$ cat src/tcb_settings.svh
// bus and memory sizing macros for the TCB subsystem
// data width, byte lanes, offset, size code, addresses, depth, delay

`ifndef TCB_SETTINGS_SVH
`define TCB_SETTINGS_SVH

// data word and its byte lanes
`define TCB_DAT_W 32
`define TCB_BYT_N 4
// byte offset inside a word
`define TCB_OFF_W 2
// logarithmic size code, 0 byte, 1 half, 2 word
`define TCB_SIZ_W 2
// byte address and word address
`define TCB_ADR_W 12
`define TCB_WAD_W (`TCB_ADR_W - `TCB_OFF_W)
// memory depth in words
`define TCB_MEM_D 1024
// limit register, one bit wider so the full depth fits
`define TCB_LIM_W (`TCB_WAD_W + 1)
// response delay in cycles
`define TCB_DLY 1

`endif

$ cat src/tcb_pkg.sv
// shared types for the TCB subsystem
// data word union with word and byte views

`include "tcb_settings.svh"

package tcb_pkg;

  //////////////////////////////////////////////////
  // data word
  //////////////////////////////////////////////////

  // byte lane array
  typedef logic [`TCB_BYT_N-1:0][7:0] tcb_byt_t;

  // one bus word, decoded either whole or per lane
  typedef union packed {
    // whole word, used by memory and top ports
    logic [`TCB_DAT_W-1:0] wrd;
    // byte lanes, used by the size converter
    tcb_byt_t              byt;
  } tcb_data_t;

endpackage

$ cat src/tcb_cfg_regs.sv
// configuration registers for the TCB subsystem
// endianness bit and memory address limit, strobe write, mux readback

`timescale 1ns/1ps

`include "tcb_settings.svh"

module tcb_cfg_regs (
  input  logic                   clk,
  input  logic                   rst_n,
  // configuration port
  input  logic                   cfg_wen,
  input  logic                   cfg_adr,
  input  tcb_pkg::tcb_data_t     cfg_wdt,
  output tcb_pkg::tcb_data_t     cfg_rdt,
  // control outputs
  output logic                   ndn,
  output logic [`TCB_LIM_W-1:0]  lim
);

  // register address map
  localparam logic CFG_NDN = 1'b0;
  localparam logic CFG_LIM = 1'b1;

  //////////////////////////////////////////////////
  // registers
  //////////////////////////////////////////////////

  // little-endian and full depth out of reset
  always_ff @(posedge clk) begin
    if (!rst_n) begin
      ndn <= 1'b0;
      lim <= `TCB_LIM_W'(`TCB_MEM_D);
    end else if (cfg_wen) begin
      case (cfg_adr)
        CFG_NDN: ndn <= cfg_wdt.wrd[0];
        CFG_LIM: lim <= cfg_wdt.wrd[`TCB_LIM_W-1:0];
        default: ;
      endcase
    end
  end

  //////////////////////////////////////////////////
  // readback
  //////////////////////////////////////////////////

  // unused bits read as zero
  always_comb begin
    cfg_rdt = '0;
    case (cfg_adr)
      CFG_NDN: cfg_rdt.wrd[0] = ndn;
      CFG_LIM: cfg_rdt.wrd[`TCB_LIM_W-1:0] = lim;
      default: ;
    endcase
  end

endmodule

$ cat config.mk
export PLATFORM = sky130hd
export DESIGN_NAME = tcb_cfg_regs
export DESIGN_NICKNAME = d
export VERILOG_FILES = /design/src/tcb_pkg.sv /design/src/tcb_cfg_regs.sv
export VERILOG_INCLUDE_DIRS = /design/src
export SDC_FILE = /design/constraint.sdc
export NUM_CORES = 1
export LEC_CHECK = 0
export ABC_AREA = 1
export BUFFER_PORTS_ARGS = -buffer_cell sky130_fd_sc_hd__buf_2
export CORE_ASPECT_RATIO = 0.9
export CORE_MARGIN = 3
export CORE_UTILIZATION = 32
export DETAILED_ROUTE_END_ITERATION = 12
export PLACE_DENSITY = 0.77
export SLEW_MARGIN = 20
export SYNTH_ARGS = -nofsm -noshare
export SYNTH_HDL_FRONTEND = slang
export SYNTH_SLANG_ARGS = --single-unit
$ cat constraint.sdc
create_clock -name clk -period 0.8 [get_ports clk]
set_input_delay 0.12 -clock clk [delete_from_list [all_inputs] [get_ports clk]]
set_output_delay 0.12 -clock clk [all_outputs]
set_load 0.05 [all_outputs]
### Word level (Yosys, flattened, before mapping)

Index checks and enable logic that the tools add are counted.

* output and inout bits: 44
* logic and storage cells: 7
* flip-flop bits (word level): 12
* input bits: 36

* multiplexer cells: 2
* reductions and logical operators: 2
* bitwise gates (word level): 1

Operator list (number)
* $mux W10: 1
* $reduce_and A2 Y1: 2
* $pmux W1 S2: 1
* $not A1 Y1: 1

### Longest topological paths before layout

* depth in word-level cells: 2
* mapped depth: 5
* mapped depth without buffers: 4

### Worst setup path after synthesis

No wires, ideal clock.

* path kind: register -> output
* start: reg lim[0]
* end: out cfg_rdt[0] (netlist name)
* buffers on the path: 0
* cell stages (with the launch flop): 3
* required time: 0.680 ns
* arrival time: 1.079 ns
* slack: -0.399 ns
* cell sequence: dfxtp_1 nand2_1 nand2_1

RTL lines
* from (decl): RTL line tcb_cfg_regs.sv:18 `` output logic [`TCB_LIM_W-1:0] lim ``
* from (signal assigned): RTL line tcb_cfg_regs.sv:33 `` lim <= `TCB_LIM_W'(`TCB_MEM_D); ``
* from (signal assigned): RTL line tcb_cfg_regs.sv:37 `` CFG_LIM: lim <= cfg_wdt.wrd[`TCB_LIM_W-1:0]; ``
* to (decl): RTL line tcb_cfg_regs.sv:15 `output tcb_pkg::tcb_data_t cfg_rdt,`

==> metrics.txt <==
Seq/Total Area, Yosys 34.7%; per-cell routed wire length 10.5 um; Final WS setup -0.236 ns; CORE AREA 1990 um2; TritonCTS Buffers 3; Leak Pwr 0.000609 uW; Setup Viol. Count Final 23; NetSw 859 uW; Via density 4.09; Max IR drop VDD 878 uV; CTS tree yes; Crit Path Class flip-flop to output port; DRC errors left 0; DRT antenna net count 0; Final Hold Fails 0; CP max FO 3; Die Wd 55.0 um; CTS Hold Bufs 0; WP data arrival 0.92 ns; initial antenna violation count 0; drt initial violations 4; maxcap violations 0; Sw Ratio 44.5%; Reg clk slew, reported paths 0.07 ns; min Tclk post-route 1.04 ns; post-route setup TNS -4.02 ns; io pins 80; Clock Skew 0 ns; Worst Path Required 0.68 ns; detailed-route via count 692; violated checks setup timing; pwr/cell area 1560 nW/um2; internal power 1070 uW; share of post-route cells with drive strength above 1 56.9%; total gr overflow 0; Final nets 181; global-route wire length before repair 2.48 mm; Syn-to-layout area delta 79.0%; Routed WL 1.77 mm; vias in the first global route 627; clk buf depth 2; CTS Sinks 12; Ant. Diodes 0; Syn Area/Cell 6.78 um2; DR pass1 iterations 4; RSZ-0062 raised after global routing yes; max-slew violations 0; clock power share 19.4%; fmax 965 MHz; FP Rows 15; share of Yosys cell area claimed by the top area cell type 34.7%; clock root buffer clkbuf_4; status complete, but fails checks; H-tree level count 1; Reg power frac 35.5%; fin crit share 129%; Hold Crit Depth 3; top post-synthesis cells by area dfxtp_1 (35%), buf_4 (23%), nor2_1 (11%); Yosys reg bits 12; hold crit path type primary input to flip-flop; dpl cell area 1010 um2; Comb pwr share 45.1%; largest net degree at the start of global routing 13; Distinct cells, synth 15; CP startpoint kind flip-flop; die height 50.1 um; hpwl dp 1.34 mm; starting density of the core 34.8%; largest area contributor in the netlist dfxtp_1; r2r worst-path depth 3; DP Worst Slack -0.129 ns; Post-Syn Area 692 um2; GRT Overall Usage 12.5%; die area 2760 um2; Gate Count Post-Synth 102; Placer Congestion 0.759; Clk Latency, worst-skew pair 0.26 ns; total number of yosys warnings 0; Final Instance Area 1240 um2; crit end category output port; number of port buffers 37
==> through the flow <==
stage               hold WS (ns)  instances  power (uW)  utilization (%)
finish                    0.0490        169        1930             62.3
global route              0.0650        169        2020             62.3
CTS                       0.0386        168        1920             59.6
detailed placement         0.326        164        1430             50.8
global placement           0.326        164        1420             50.8
floorplan                  0.233        122        1370                -
==> area by class of cell <==
class | instances | area (um2)
fill | 172 | 751
timing repair buffer | 43 | 435
multi-input combinational | 72 | 374
sequential | 12 | 285
inverter | 13 | 86.3
tap | 25 | 31.3
clock buffer | 3 | 22.5
clock inverter | 1 | 3.75
==> metal layers <==
metal,vias up,global-route usage (%),routed length [um]
met1,302,13.7,657
met5,-,0,0
met3,0,4.23,194
met4,0,3.64,0
li1,346,-,-
met2,44,21.9,919
==> worst paths after layout <==
check | end | from | slack (ns)
min reg2reg | lim[10] | lim[10] | 0.52
min | lim[10] | cfg_wdt[10] | 0.05
max reg2reg | ndn | ndn | 0.07
max | cfg_rdt[7] | lim[7] | -0.24
==> repair_timing <==
item / CTS / global route
gates resized for setup: 47 / 14
endpoints found under the setup margin: 23 / 23
gates cloned: 0 / 0
buffers inserted: 0 / 1
==> layout by cell type, fill, tap and decap left out, drive strengths merged, types with 2 or more instances in the layout <==
cell | synthesis | layout
clkinvlp | 0 | 10
buf | 24 | 43
nand3 | 2 | 2
o21ai | 10 | 10
nor2 | 21 | 21
conb | 1 | 21
inv | 13 | 3
clkbuf | 1 | 3
dfxtp | 12 | 12
nand2 | 17 | 17
==> registers in the layout (all words and copies together) (netlist names) <==
register	flops
lim	11
ndn	1
==> power by group through the flow <==
stage / Combinational [uW] / Clock, uW / Sequential (uW)
5_1_grt: 914 / 416 / 690
3_3_place_gp: 735 / 0 / 681
2_1_floorplan: 547 / 0 / 824
3_5_place_dp: 743 / 0 / 684
6_report: 870 / 375 / 684
4_1_cts: 836 / 400 / 679
==> kinds of logic after synthesis <==
logic type	after synthesis	synth area share [%]
AND/OR/NAND/NOR	40	22.4
other	1	0.542
buffers and inverters	38	34.4
AO/OA/AOI/OAI	11	7.95
flip-flops	12	34.7
==> worst max-delay path, stage by stage, from the launching register on <==
cell and delay (ns):
dfxtp_4 0.37, nand2_4 0.06, clkinvlp_4 0.07, buf_6 0.15
==> Yosys cell counts <==
master    instances
a21oi_1           1
inv_1            12
nand2_2           1
buf_2             1
nand3_1           2
nand2_1          16
o21ai_1           3
inv_2             1
clkbuf_1          1
buf_4            21
dfxtp_1          12
buf_6             2
o21ai_0           7
conb_1            1
nor2_1           21
(Power assumes the default switching activity.)
