==> config.mk <==
export PLATFORM = sky130hd
export DESIGN_NAME = tcb_logsize2byteena
export DESIGN_NICKNAME = d
export VERILOG_FILES = /design/src/tcb_pkg.sv /design/src/tcb_logsize2byteena.sv
export VERILOG_INCLUDE_DIRS = /design/src
export SDC_FILE = /design/constraint.sdc
export NUM_CORES = 1
export LEC_CHECK = 0
export BUFFER_PORTS_ARGS = -buffer_cell sky130_fd_sc_hd__buf_2
export CORE_MARGIN = 4
export CORE_UTILIZATION = 50
export CTS_CLUSTER_DIAMETER = 200
export DETAILED_ROUTE_END_ITERATION = 12
export GPL_TIMING_DRIVEN = 0
export PLACE_DENSITY = 0.83
export SETUP_SLACK_MARGIN = 0.2
export SYNTH_ARGS = -nofsm -noshare
export SYNTH_HDL_FRONTEND = slang
export SYNTH_SLANG_ARGS = --single-unit
==> constraint.sdc <==
create_clock -name clk -period 6.55 [get_ports clk]
set_input_delay 0.655 -clock clk [delete_from_list [all_inputs] [get_ports clk]]
set_output_delay 0.655 -clock clk [all_outputs]
set_load 0.1 [all_outputs]
==> src/tcb_settings.svh <==
// bus and memory sizing macros for the TCB subsystem
// data width, byte lanes, offset, size code, addresses, depth, delay

`ifndef TCB_SETTINGS_SVH
`define TCB_SETTINGS_SVH

// data word and its byte lanes
`define TCB_DAT_W 32
`define TCB_BYT_N 4
// byte offset inside a word
`define TCB_OFF_W 2
// logarithmic size code, 0 byte, 1 half, 2 word
`define TCB_SIZ_W 2
// byte address and word address
`define TCB_ADR_W 12
`define TCB_WAD_W (`TCB_ADR_W - `TCB_OFF_W)
// memory depth in words
`define TCB_MEM_D 1024
// limit register, one bit wider so the full depth fits
`define TCB_LIM_W (`TCB_WAD_W + 1)
// response delay in cycles
`define TCB_DLY 1

`endif

==> src/tcb_pkg.sv <==
// shared types for the TCB subsystem
// data word union with word and byte views

`include "tcb_settings.svh"

package tcb_pkg;

  //////////////////////////////////////////////////
  // data word
  //////////////////////////////////////////////////

  // byte lane array
  typedef logic [`TCB_BYT_N-1:0][7:0] tcb_byt_t;

  // one bus word, decoded either whole or per lane
  typedef union packed {
    // whole word, used by memory and top ports
    logic [`TCB_DAT_W-1:0] wrd;
    // byte lanes, used by the size converter
    tcb_byt_t              byt;
  } tcb_data_t;

endpackage

==> src/tcb_logsize2byteena.sv <==
// logarithmic size to byte enable converter
// combinational request path, read steering from registered offset,
// size and endianness

`timescale 1ns/1ps

`include "tcb_settings.svh"

module tcb_logsize2byteena (
  input  logic                   clk,
  input  logic                   rst_n,
  // manager side, log size mode
  input  logic                   vld,
  input  logic                   wen,
  input  logic [`TCB_ADR_W-1:0]  adr,
  input  logic [`TCB_SIZ_W-1:0]  siz,
  input  tcb_pkg::tcb_data_t     wdt,
  input  logic                   ndn,
  output logic                   rdy,
  output tcb_pkg::tcb_data_t     rdt,
  output logic                   sts,
  // memory side, byte enable mode
  output logic                   mem_vld,
  output logic                   mem_wen,
  output logic [`TCB_WAD_W-1:0]  mem_adr,
  output logic [`TCB_BYT_N-1:0]  mem_ben,
  output tcb_pkg::tcb_data_t     mem_wdt,
  input  tcb_pkg::tcb_data_t     mem_rdt,
  input  logic                   mem_sts,
  input  logic                   mem_rdy
);

  // transfer strobe
  logic                  trn;
  // request offset and index of the last byte
  logic [`TCB_OFF_W-1:0] req_off;
  logic [`TCB_OFF_W-1:0] req_top;
  // unrotated enables, low bytes only
  logic [`TCB_BYT_N-1:0] siz_ben;
  // response side copies taken at the transfer
  logic [`TCB_OFF_W-1:0] rsp_off;
  logic [`TCB_SIZ_W-1:0] rsp_siz;
  logic                  rsp_ndn;
  logic [`TCB_OFF_W-1:0] rsp_top;

  //////////////////////////////////////////////////
  // request
  //////////////////////////////////////////////////

  // handshake and control go straight through
  assign mem_vld = vld;
  assign mem_wen = wen;
  assign rdy     = mem_rdy;
  assign trn     = vld & mem_rdy;

  // split byte address into word and offset
  assign mem_adr = adr[`TCB_ADR_W-1:`TCB_OFF_W];
  assign req_off = adr[`TCB_OFF_W-1:0];
  // 2**siz - 1, wraps to lane index width
  assign req_top = `TCB_OFF_W'((1 << siz) - 1);

  // low 2**siz bytes enabled
  always_comb begin
    for (int i = 0; i < `TCB_BYT_N; i++) begin
      siz_ben[i] = (i < (1 << siz));
    end
  end

  // rotate enables and data onto lanes, offset wraps mod bus width
  always_comb begin
    for (int i = 0; i < `TCB_BYT_N; i++) begin
      mem_ben[i] = siz_ben[`TCB_OFF_W'(i) - req_off];
      if (ndn) begin
        // big-endian, most significant byte at the lowest lane
        mem_wdt.byt[i] = wdt.byt[req_top - `TCB_OFF_W'(i) + req_off];
      end else begin
        mem_wdt.byt[i] = wdt.byt[`TCB_OFF_W'(i) - req_off];
      end
    end
  end

  //////////////////////////////////////////////////
  // response
  //////////////////////////////////////////////////

  // keep the transfer's steering for the delayed read data
  // so a later ndn change leaves it alone
  always_ff @(posedge clk) begin
    if (!rst_n) begin
      rsp_off <= '0;
      rsp_siz <= '0;
      rsp_ndn <= 1'b0;
    end else if (trn) begin
      rsp_off <= req_off;
      rsp_siz <= siz;
      rsp_ndn <= ndn;
    end
  end

  assign rsp_top = `TCB_OFF_W'((1 << rsp_siz) - 1);

  // undo the lane mapping, bytes land at the low end
  always_comb begin
    for (int i = 0; i < `TCB_BYT_N; i++) begin
      if (`TCB_OFF_W'(i) > rsp_top) begin
        // beyond the access size
        rdt.byt[i] = '0;
      end else if (rsp_ndn) begin
        rdt.byt[i] = mem_rdt.byt[rsp_top - `TCB_OFF_W'(i) + rsp_off];
      end else begin
        rdt.byt[i] = mem_rdt.byt[`TCB_OFF_W'(i) + rsp_off];
      end
    end
  end

  // status unchanged
  assign sts = mem_sts;

endmodule

# After elaboration in Yosys (flattened, before gate mapping)
# Cells that the tools add are included.
# totals
input_bits,85
word_cells,105
output_inout_bits,82
regBits,5
# classes
muxes,52
n_shift,2
bitwise,1
n_addsub,23
n_lt_le_gt_ge,24
# ops
op,n
$bmux W8 S2,16
$mux W8,28
$lt A3 B32 Y1 const A,2
$lt A2 B3 Y1 const B,16
$lt A1 B32 Y1 const A,1
$lt A2 B32 Y1 const A,1
$shl A1 B2 Y32 const A,1
$add A2 B2 Y2,8
$sub A2 B2 Y2 const B,6
$bmux W1 S2,4
$add A2 B2 Y2 const A,2
$gt A1 B2 Y1 const A,2
$gt A2 B2 Y1 const A,2
$mux W1,4
$sub A1 B2 Y2 const A,2
$sub A2 B1 Y2 const B,2
$sub A2 B2 Y2 const A,2
$add A1 B2 Y2 const A,1
$shl A1 B2 Y2 const A,1
$and A1 B1 Y1,1

# Longest topological paths before layout
# logic_depth
word_depth,8
mapped_depth,9
ltp_nobuf,7

# Worst setup path before layout
# Ideal clock, no wire load.
# synth_path
path_kind,register -> output
startpoint,register rsp_siz[0]
endpoint,output port rdt[16] in the netlist's numbering
path_stages_with_launch,9
setup_slack_ns,0.659
t_required_ns,5.895
arrival_time_ns,5.236
path_buffers,1
cell_sequence,dfxtp_1 > nor2_1 > inv_1 > ha_1 > buf_2 > xnor2_4 > xor2_4 > mux2i_1 > a2111oi_1
# synth_rtl
element,line,source
"start, declared",tcb_logsize2byteena.sv:42,logic [`TCB_SIZ_W-1:0] rsp_siz;
"start signal, assigned",tcb_logsize2byteena.sv:95,rsp_siz <= siz;
"end, declared",tcb_logsize2byteena.sv:20,"output tcb_pkg::tcb_data_t rdt,"

==> metrics.txt <==
run status=finished, final reports clean; proportion of synthesized chip area in sequential cells=0.0252; worst hold slack across all endpoints=around 0.49 ns; antenna diode count=0; antenna-violating nets left=0; Remaining Overflow, GRT=0; part of the power in combinational logic=0.912; fraction of final layout cells with drive strength greater than 1=0.350; final period demand of the worst path=about 4.2 ns; Critical Path Fanout Max=10; number of failing hold endpoints at the final stage=0; number of violations of the max-capacitance limit=0; count of clock tree sinks=5; Die Ht=97.2 um; vias in the first global route=about 4,800; critical path cell sequence=nor2_1 > inv_1 > ha_1 > buf_2 > xnor2_4 > xor2_4 > buf_6 > mux2i_1 > a2111oi_2 > buf_2; post-synthesis net count=between 600 and 700; top library cells by usage in the layout, fill and taps aside=sky130_fd_sc_hd__buf_2, sky130_fd_sc_hd__mux2i_1, sky130_fd_sc_hd__nand2_1; Power per Cell Area=roughly 210 mW/mm^2; setup-violating endpoint count in the final report=0; clock insertion delay at the later pin of the skew report=0.22 ns; global-route wire length before repair=23.1 mm; Max Freq=about 240 MHz; type of the setup path with the least slack=reg -> out; type of element capturing the critical path=output port; routed vias/inst=between 6 and 7; sequential power share=0.032; number of buffer cells added on primary ports=153; Sw Share=0.711; crit path DAT=between 3 and 4 ns; top-area cell type share of the netlist area=0.423; FILL cells=about 670; pin count of the biggest net entering global routing=11; total negative slack for setup checks=0 ns; Global Route Usage Sum=0.286; Boundary Pins=around 170; distinct cell type count after synthesis=38; post-route clock skew=0 ns; total power of the final layout=1.02 mW; number of search-and-repair iterations in the first detailed-routing pass=5; number of storage elements in the synthesis netlist=5; Wirelength per Cell=~19 um; total clock buffers created by CTS=3; Final GP Congestion=~0.98; Post-route DRC=0; final routed wirelength across all metal layers=approximately 15 mm; first-iteration detailed-routing DRC count=around 360; post-cts resize count=0; switching component of the power=0.727 mW; worst min-delay path class=reg -> reg; Tightest Pin Transition=around 0.76 ns; number of antenna violations at the first check in global routing=0; netlist area before placement=approximately 0.0040 sq mm; cell internal pwr=approximately 0.30 mW; unrepaired setup endpoints after global routing=no; cell at the root of the clock tree=sky130_fd_sc_hd__clkbuf_8; synthesized instance count=about 510; H-tree level count=1; width of the die=approximately 100 um; Post-CTS Setup Inserts=0; hold buffers post-CTS=0; relative contribution of the clock network to total power=0.056; clock-pin transition on the worst setup and hold timing paths=roughly 0.04 ns; max-slew headroom at the worst pin=0.491; most numerous cell on the critical path=sky130_fd_sc_hd__buf_2; Mean Syn Cell Area=7.78 sq um; slowest stage cell on the critical path=sky130_fd_sc_hd__nor2_1; post-detail-place hpwl=between 10 and 15 mm; die outline area=around 0.0094 sq mm; Largest delay share family, worst path=buffers and inverters; static leakage=2.36 nW; synthesis warning total=0; number of standard-cell rows in the floorplan=32; P&R area growth vs syn=23.6%; maximum single-stage delay on the critical path=around 0.60 ns; post-layout net count=about 760; clock tree from TritonCTS=done; area of the placeable core=0.00773 sq mm; cell type contributing the most total cell area after synthesis=sky130_fd_sc_hd__mux2i_1; period utilization=0.646; maximum ir drop on the vdd rail=approximately 220 uV; launching element type of the critical path=flip-flop; Clock Tree Buf Depth=2; final count of pins violating max slew=0; Buffers & Inverters on Critical Path=4; required time reported for the critical path endpoint=just under 6 ns; cells taking the most area after synthesis=sky130_fd_sc_hd__mux2i_1, sky130_fd_sc_hd__mux2_2, sky130_fd_sc_hd__nand2_1; total number of vias=around 4,800; initial standard-cell utilization of the core=0.514
==> worst min-delay path: stages (launching register included) <==
cell and delay, ns:
sky130_fd_sc_hd__dfxtp_1 0.31, sky130_fd_sc_hd__nand2_1 0.06, sky130_fd_sc_hd__a21boi_0 0.07
==> sequential cells by signal (all words and copies together) (netlist names) <==
name     count
rsp_ndn      1
rsp_off      2
rsp_siz      2
==> area by class of cell <==
| cell class | instances | area [sq um] | share of cell area |
|---|---|---|---|
| Multi-Input combinational cell | 441 | 3520 | 0.717 |
| Timing Repair Buffer | 153 | 766 | 0.156 |
| Buffer | 61 | 334 | 0.0680 |
| Tap cell | 102 | 128 | 0.0260 |
| Sequential cell | 5 | 100 | 0.0204 |
| Clock buffer | 3 | 41.3 | 0.00840 |
| Inverter | 4 | 15.0 | 0.00306 |
| Clock inverter | 1 | 5.00 | 0.00102 |
==> Yosys cell counts <==
cell	number
sky130_fd_sc_hd__mux2i_1	168
sky130_fd_sc_hd__nand2_1	74
sky130_fd_sc_hd__mux2_2	32
sky130_fd_sc_hd__nor2_1	21
sky130_fd_sc_hd__a21oi_1	18
sky130_fd_sc_hd__clkbuf_1	18
sky130_fd_sc_hd__buf_4	17
sky130_fd_sc_hd__a221oi_1	16
sky130_fd_sc_hd__o22ai_1	16
sky130_fd_sc_hd__buf_2	15
sky130_fd_sc_hd__nand2b_1	10
sky130_fd_sc_hd__a31oi_1	9
sky130_fd_sc_hd__nor2b_1	9
sky130_fd_sc_hd__a211oi_1	8
sky130_fd_sc_hd__a311oi_1	8
sky130_fd_sc_hd__buf_1	8
sky130_fd_sc_hd__nor3_1	8
sky130_fd_sc_hd__o221ai_1	8
sky130_fd_sc_hd__a2111oi_1	6
sky130_fd_sc_hd__a21boi_0	5
sky130_fd_sc_hd__dfxtp_1	5
sky130_fd_sc_hd__ha_1	5
sky130_fd_sc_hd__nand3_1	5
sky130_fd_sc_hd__buf_6	3
sky130_fd_sc_hd__inv_1	3
sky130_fd_sc_hd__a2111oi_2	2
sky130_fd_sc_hd__a21o_1	2
sky130_fd_sc_hd__xor2_2	2
sky130_fd_sc_hd__inv_2	1
sky130_fd_sc_hd__nor3_2	1
sky130_fd_sc_hd__o21ai_0	1
sky130_fd_sc_hd__o31ai_1	1
sky130_fd_sc_hd__or2_2	1
sky130_fd_sc_hd__xnor2_1	1
sky130_fd_sc_hd__xnor2_2	1
sky130_fd_sc_hd__xnor2_4	1
sky130_fd_sc_hd__xor2_1	1
sky130_fd_sc_hd__xor2_4	1
==> per-layer routing <==
metal | vias up | global-route usage | share of wire
met1 | 2243 | 0.337 | 0.38
met4 | 0 | 0.110 | 0.022
met3 | 38 | 0.0452 | 0.095
met2 | 319 | 0.513 | 0.50
met5 | - | 0 | 0
li1 | 2233 | - | -
==> cell families (layout without fill, tap and decap cells) <==
logic type | after synthesis | after routing | synth area share
multiplexers | 200 | 200 | 0.514
AND/OR/NAND/NOR | 129 | 129 | 0.140
AO/OA/AOI/OAI | 100 | 100 | 0.187
buffers and inverters | 65 | 222 | 0.0878
XOR/XNOR | 7 | 7 | 0.0305
adder cells (fa/ha/maj) | 5 | 5 | 0.0157
flip-flops | 5 | 5 | 0.0252
==> power groups by stage <==
stage	Combinational (mW)	Clock (mW)	Sequential [mW]
after floorplan	0.756	0	0.0330
after detailed placement	0.922	0	0.0331
final	0.932	0.0577	0.0327
after global routing	0.967	0.0604	0.0328
after CTS	0.924	0.0586	0.0327
after global placement	0.910	0	0.0331
==> final timing paths <==
path	startpoint	endpoint	cells after the start	slack (ns)
max	rsp_siz[0]$_SDFFE_PN0P_	rdt[21]	10	2.32
min	rsp_siz[0]$_SDFFE_PN0P_	rsp_siz[0]$_SDFFE_PN0P_	2	0.49
max reg2reg	rsp_off[0]$_SDFFE_PN0P_	rsp_off[0]$_SDFFE_PN0P_	5	4.85
min reg2reg	rsp_siz[0]$_SDFFE_PN0P_	rsp_siz[0]$_SDFFE_PN0P_	2	0.49
==> through the flow <==
step	worst slack, ns	utilization	std cells	instance area (sq um)
after floorplan	0.659	-	511	3970
after global placement	2.55	0.630	766	4870
after detailed placement	2.49	0.630	766	4870
after CTS	2.34	0.636	770	4910
after global routing	2.06	0.636	770	4910
final	2.32	0.636	770	4910
Note: power is estimated with default switching activity, not from simulation.
